File: src/rsv_pkg.sv
package rsv_pkg;

    // ------------------------------
    // Sizes
    // ------------------------------

    // Entry count and the width of an entry index
    localparam int RSV_DEPTH     = 16;
    localparam int RSV_IDX_WIDTH = 4;

    // Dispatch slots per cycle, also the number of issue read ports
    localparam int DSP_PORTS = 4;

    // ------------------------------
    // Payload field widths
    // ------------------------------

    localparam int ROB_ID_WIDTH    = 6;
    localparam int DECINFO_WIDTH   = 16;
    localparam int PRF_CODE_WIDTH  = 6;
    localparam int IMM_WIDTH       = 32;
    localparam int EXCP_CODE_WIDTH = 5;

    // ------------------------------
    // Types
    // ------------------------------

    // Payload held by one reservation station entry
    typedef struct packed {
        logic [ROB_ID_WIDTH-1:0]    rob_id;
        logic [DECINFO_WIDTH-1:0]   decinfo;
        logic                       dst_vld;
        logic [PRF_CODE_WIDTH-1:0]  prf_code;
        // Set for a compressed instruction
        logic                       rvc;
        logic [IMM_WIDTH-1:0]       imm;
        logic [EXCP_CODE_WIDTH-1:0] excp_code;
    } rsv_entry_t;

    // One dispatch slot, with the entry it targets
    typedef struct packed {
        logic                     vld;
        logic [RSV_IDX_WIDTH-1:0] free_entry;
        rsv_entry_t               payload;
    } rsv_dsp_t;

    // One-hot pick of the oldest ready entry for an issue port
    typedef logic [RSV_DEPTH-1:0] rsv_oldest_t;

endpackage

File: src/rsv_issue_read.sv
`timescale 1ns/1ns

module rsv_issue_read (
    input  rsv_pkg::rsv_entry_t [rsv_pkg::RSV_DEPTH-1:0]    i_entries,
    input  rsv_pkg::rsv_oldest_t                            i_oldest,
    output rsv_pkg::rsv_entry_t                             o_entry
);

    logic [rsv_pkg::RSV_IDX_WIDTH-1:0]  enc_idx;
    logic [rsv_pkg::RSV_IDX_WIDTH-1:0]  sel_idx;
    logic                               is_onehot;

    // ------------------------------
    // One-hot to index
    // ------------------------------

    // OR of the indices of all set bits, exact when one-hot
    always_comb begin
        enc_idx = '0;
        for (int i = 0; i < rsv_pkg::RSV_DEPTH; i++) begin
            if (i_oldest[i]) begin
                enc_idx = enc_idx | i[rsv_pkg::RSV_IDX_WIDTH-1:0];
            end
        end
    end

    // Nonzero with no second bit set
    assign is_onehot = (i_oldest != '0) && ((i_oldest & (i_oldest - 1'b1)) == '0);

    // Empty or multi-hot selects fall back to entry 0
    assign sel_idx = is_onehot ? enc_idx : '0;

    // ------------------------------
    // Entry mux
    // ------------------------------

    assign o_entry = i_entries[sel_idx];

endmodule

File: config.mk
export PLATFORM = sky130hd
export DESIGN_NAME = rsv_issue_read
export DESIGN_NICKNAME = d
export VERILOG_FILES = /design/src/rsv_pkg.sv /design/src/rsv_issue_read.sv
export SDC_FILE = /design/constraint.sdc
export NUM_CORES = 1
export LEC_CHECK = 0
export ABC_CLOCK_PERIOD_IN_PS = 5000
export BUFFER_PORTS_ARGS = -buffer_cell sky130_fd_sc_hd__buf_2
export CORE_AREA = 2 2 453 455
export DETAILED_ROUTE_END_ITERATION = 8
export DIE_AREA = 0 0 455 457
export PLACE_DENSITY = 0.31
export REMOVE_ABC_BUFFERS = 1
export SLEW_MARGIN = 20
export SYNTH_ARGS = -nofsm -noshare
export SYNTH_HDL_FRONTEND = slang
export SYNTH_SLANG_ARGS = --single-unit
File: constraint.sdc
create_clock -name vclk -period 5
set_input_delay 0.25 -clock vclk [all_inputs]
set_output_delay 0.25 -clock vclk [all_outputs]
set_load 0.01 [all_outputs]
==> results.cfg <==
[final_layout]
regArea_um2 = 0
postLayoutCellArea_mm2 = 0.0219
final_util_pct = 10.8
seq_cell_count = 0
drive_above_1_share_pct = 41.9
final.clkbuf_count = 0
nets = 4255
area_growth_pct = 81.7

[timing]
fmax_mhz = 217
fin_crit_ns = 4.61
slew_violations = 0
finalSetupTns_ns = 0
setup_viol = 0
finalCritPeriodShare_pct = 92.1
finalHoldViolations = 0
rsz0062_at_grt = no
max-slew-margin-rel_pct = 32.6
worst_pin_slew_ns = 0.982

[yosys]
ys_seq_area_share_pct = 0
synth_common_cells = 591 x nand2_1, 265 x mux2i_1, 264 x and3_1
synth_cell_types = 46
syn_area_mm2 = 0.0121
yosys_warnings = 0
synthCells = 2076
synth_top_area_share_pct = 22.0
syn_area_per_cell_um2 = 5.80
synth_area_leaders = mux2i_1 22%, nand2_1 18%, and3_1 14%
yosys.area.top_type = mux2i_1
synth_most_common_cell = nand2_1

[placement]
numPortBuffers = 1155
dp_hpwl_um = 152000
place_area_mm2 = 0.0218
gp_congestion = 0.915

[critical_path]
worstPathArrival_ns = 4.36
cp_cell_sequence = buf_2 > or4_4 > or2_1 > o32ai_2 > o22a_1 > buf_4 > nand2_4 > nor2_4 > buf_4 > a21o_1 > a31o_1 > buf_2
crit_type = input pin to primary output
crit_family = simple AND/OR/NAND/NOR gates
endpoint_kind = primary output
slowest_delay_ns = 0.59
path_depth = 12
crit_required_ns = 4.75
startpoint_type = input pin
crit_path_max_fanout = 23
worst-path-buf-inv = 4
critPathSlowestCell = or4_4

[floorplan]
die_y_um = 457
die_area_mm2 = 0.208
start_util_pct = 5.93
design.core.area_mm2 = 0.203
io_pins = 1155
die_w_um = 455
rows = 166

[grt]
grt_usage_pct = 15.8
antenna_found_initial = 174
grt_pass1_vias = 21400
grt_max_degree = 87
grt_pass1_wl_um = 218000
grt-ovfl-total = 0

[detailed_routing]
drt-pass1-iter-count = 7
vias_per_cell = 3.63
drcViolationCount = 0
drtIter0Drc = 1667
wl_um = 175000
wl_per_cell_um = 29.6
via_count = 21400
antenna_left = 0

[power]
p_per_area_mw_per_mm2 = 44.5
ir_drop_mv = 0.0186
leakagePower_nw = 11.9

[clock_network]
cts_setup_buffers = 0
hold_buffers = 0
ctsResizeCount = 0

[hold_path]
hold_path_class = input pin to primary output
holdPathStages = 5

[status]
status = finished, final reports clean

[run]
drv_cap = 0
==> routing by layer <==
| metal | up-vias | share of wire (%) | global-route usage [%] |
|---|---|---|---|
| met1 | 10300 | 40 | 18.8 |
| li1 | 9645 | - | - |
| met2 | 1133 | 50 | 29.0 |
| met4 | 92 | 1.6 | 1.71 |
| met5 | - | 0.33 | 0 |
| met3 | 269 | 8.0 | 4.05 |
==> report_power, final <==
| group | internal (mW) | total [mW] | switching, mW |
|---|---|---|---|
| logic | 0.467 | 0.975 | 0.507 |
| clock network | 0.000000318 | 0.000000318 | 0 |
| registers | 0 | 0 | 0 |
==> tightest hold or removal path: cells and delay by family <==
| kind | cells | cell delay [ns] |
|---|---|---|
| and+or+nand+nor | 2 | 0.19 |
| AOI/OAI and AO/OA | 1 | 0.09 |
| buffers and inverters | 2 | 0.24 |
==> cell type report <==
class              instances  area (um^2)
multi-input cells       1863        11200
repair buffers          1302         7260
fillers                24200       181000
well taps               2688         3360
diodes                    44          110
==> cells in the final DEF (no fill, tap or decap), types with 4 or more instances in the layout <==
cell type     n
buf_4       117
diode_2      44
and3_1      262
or4_1       129
nand2_1     588
mux2i_1     265
buf_12       30
a21o_1       64
buf_2      1155
a31o_1       63
a211oi_1     64
nand3_1      17
a21oi_1      69
or3_1         5
nor4_1        5
nor2_1      200
o21ai_0      79
nor3_1        4
==> kinds of logic after synthesis <==
family | share of synthesized area (%)
AOI/OAI and AO/OA | 20.6
xor gates and xnor gates | 0.0727
buffers and inverters | 8.22
adders and majority gates | 0.0831
and+or+nand+nor | 48.9
muxes | 22.1
==> worst paths after layout <==
kind / startpoint / slack, ns / to
max: i_oldest[1] / 0.39 / o_entry[15]
min: i_entries[939] / 1.02 / o_entry[1]
==> stage by stage <==
stage                     setup slack (ns)  total power, mW  std cells  hold slack, ns
after floorplan                      -7.06            0.241       1863           0.805
after global placement               0.204            0.993       5853            1.01
after detailed placement             0.293            0.991       5853           0.995
after CTS                            0.274            0.997       5853            1.01
after global routing                 0.183             1.05       5864            1.03
final                                0.394            0.975       5897            1.02
(Power assumes the default switching activity.)
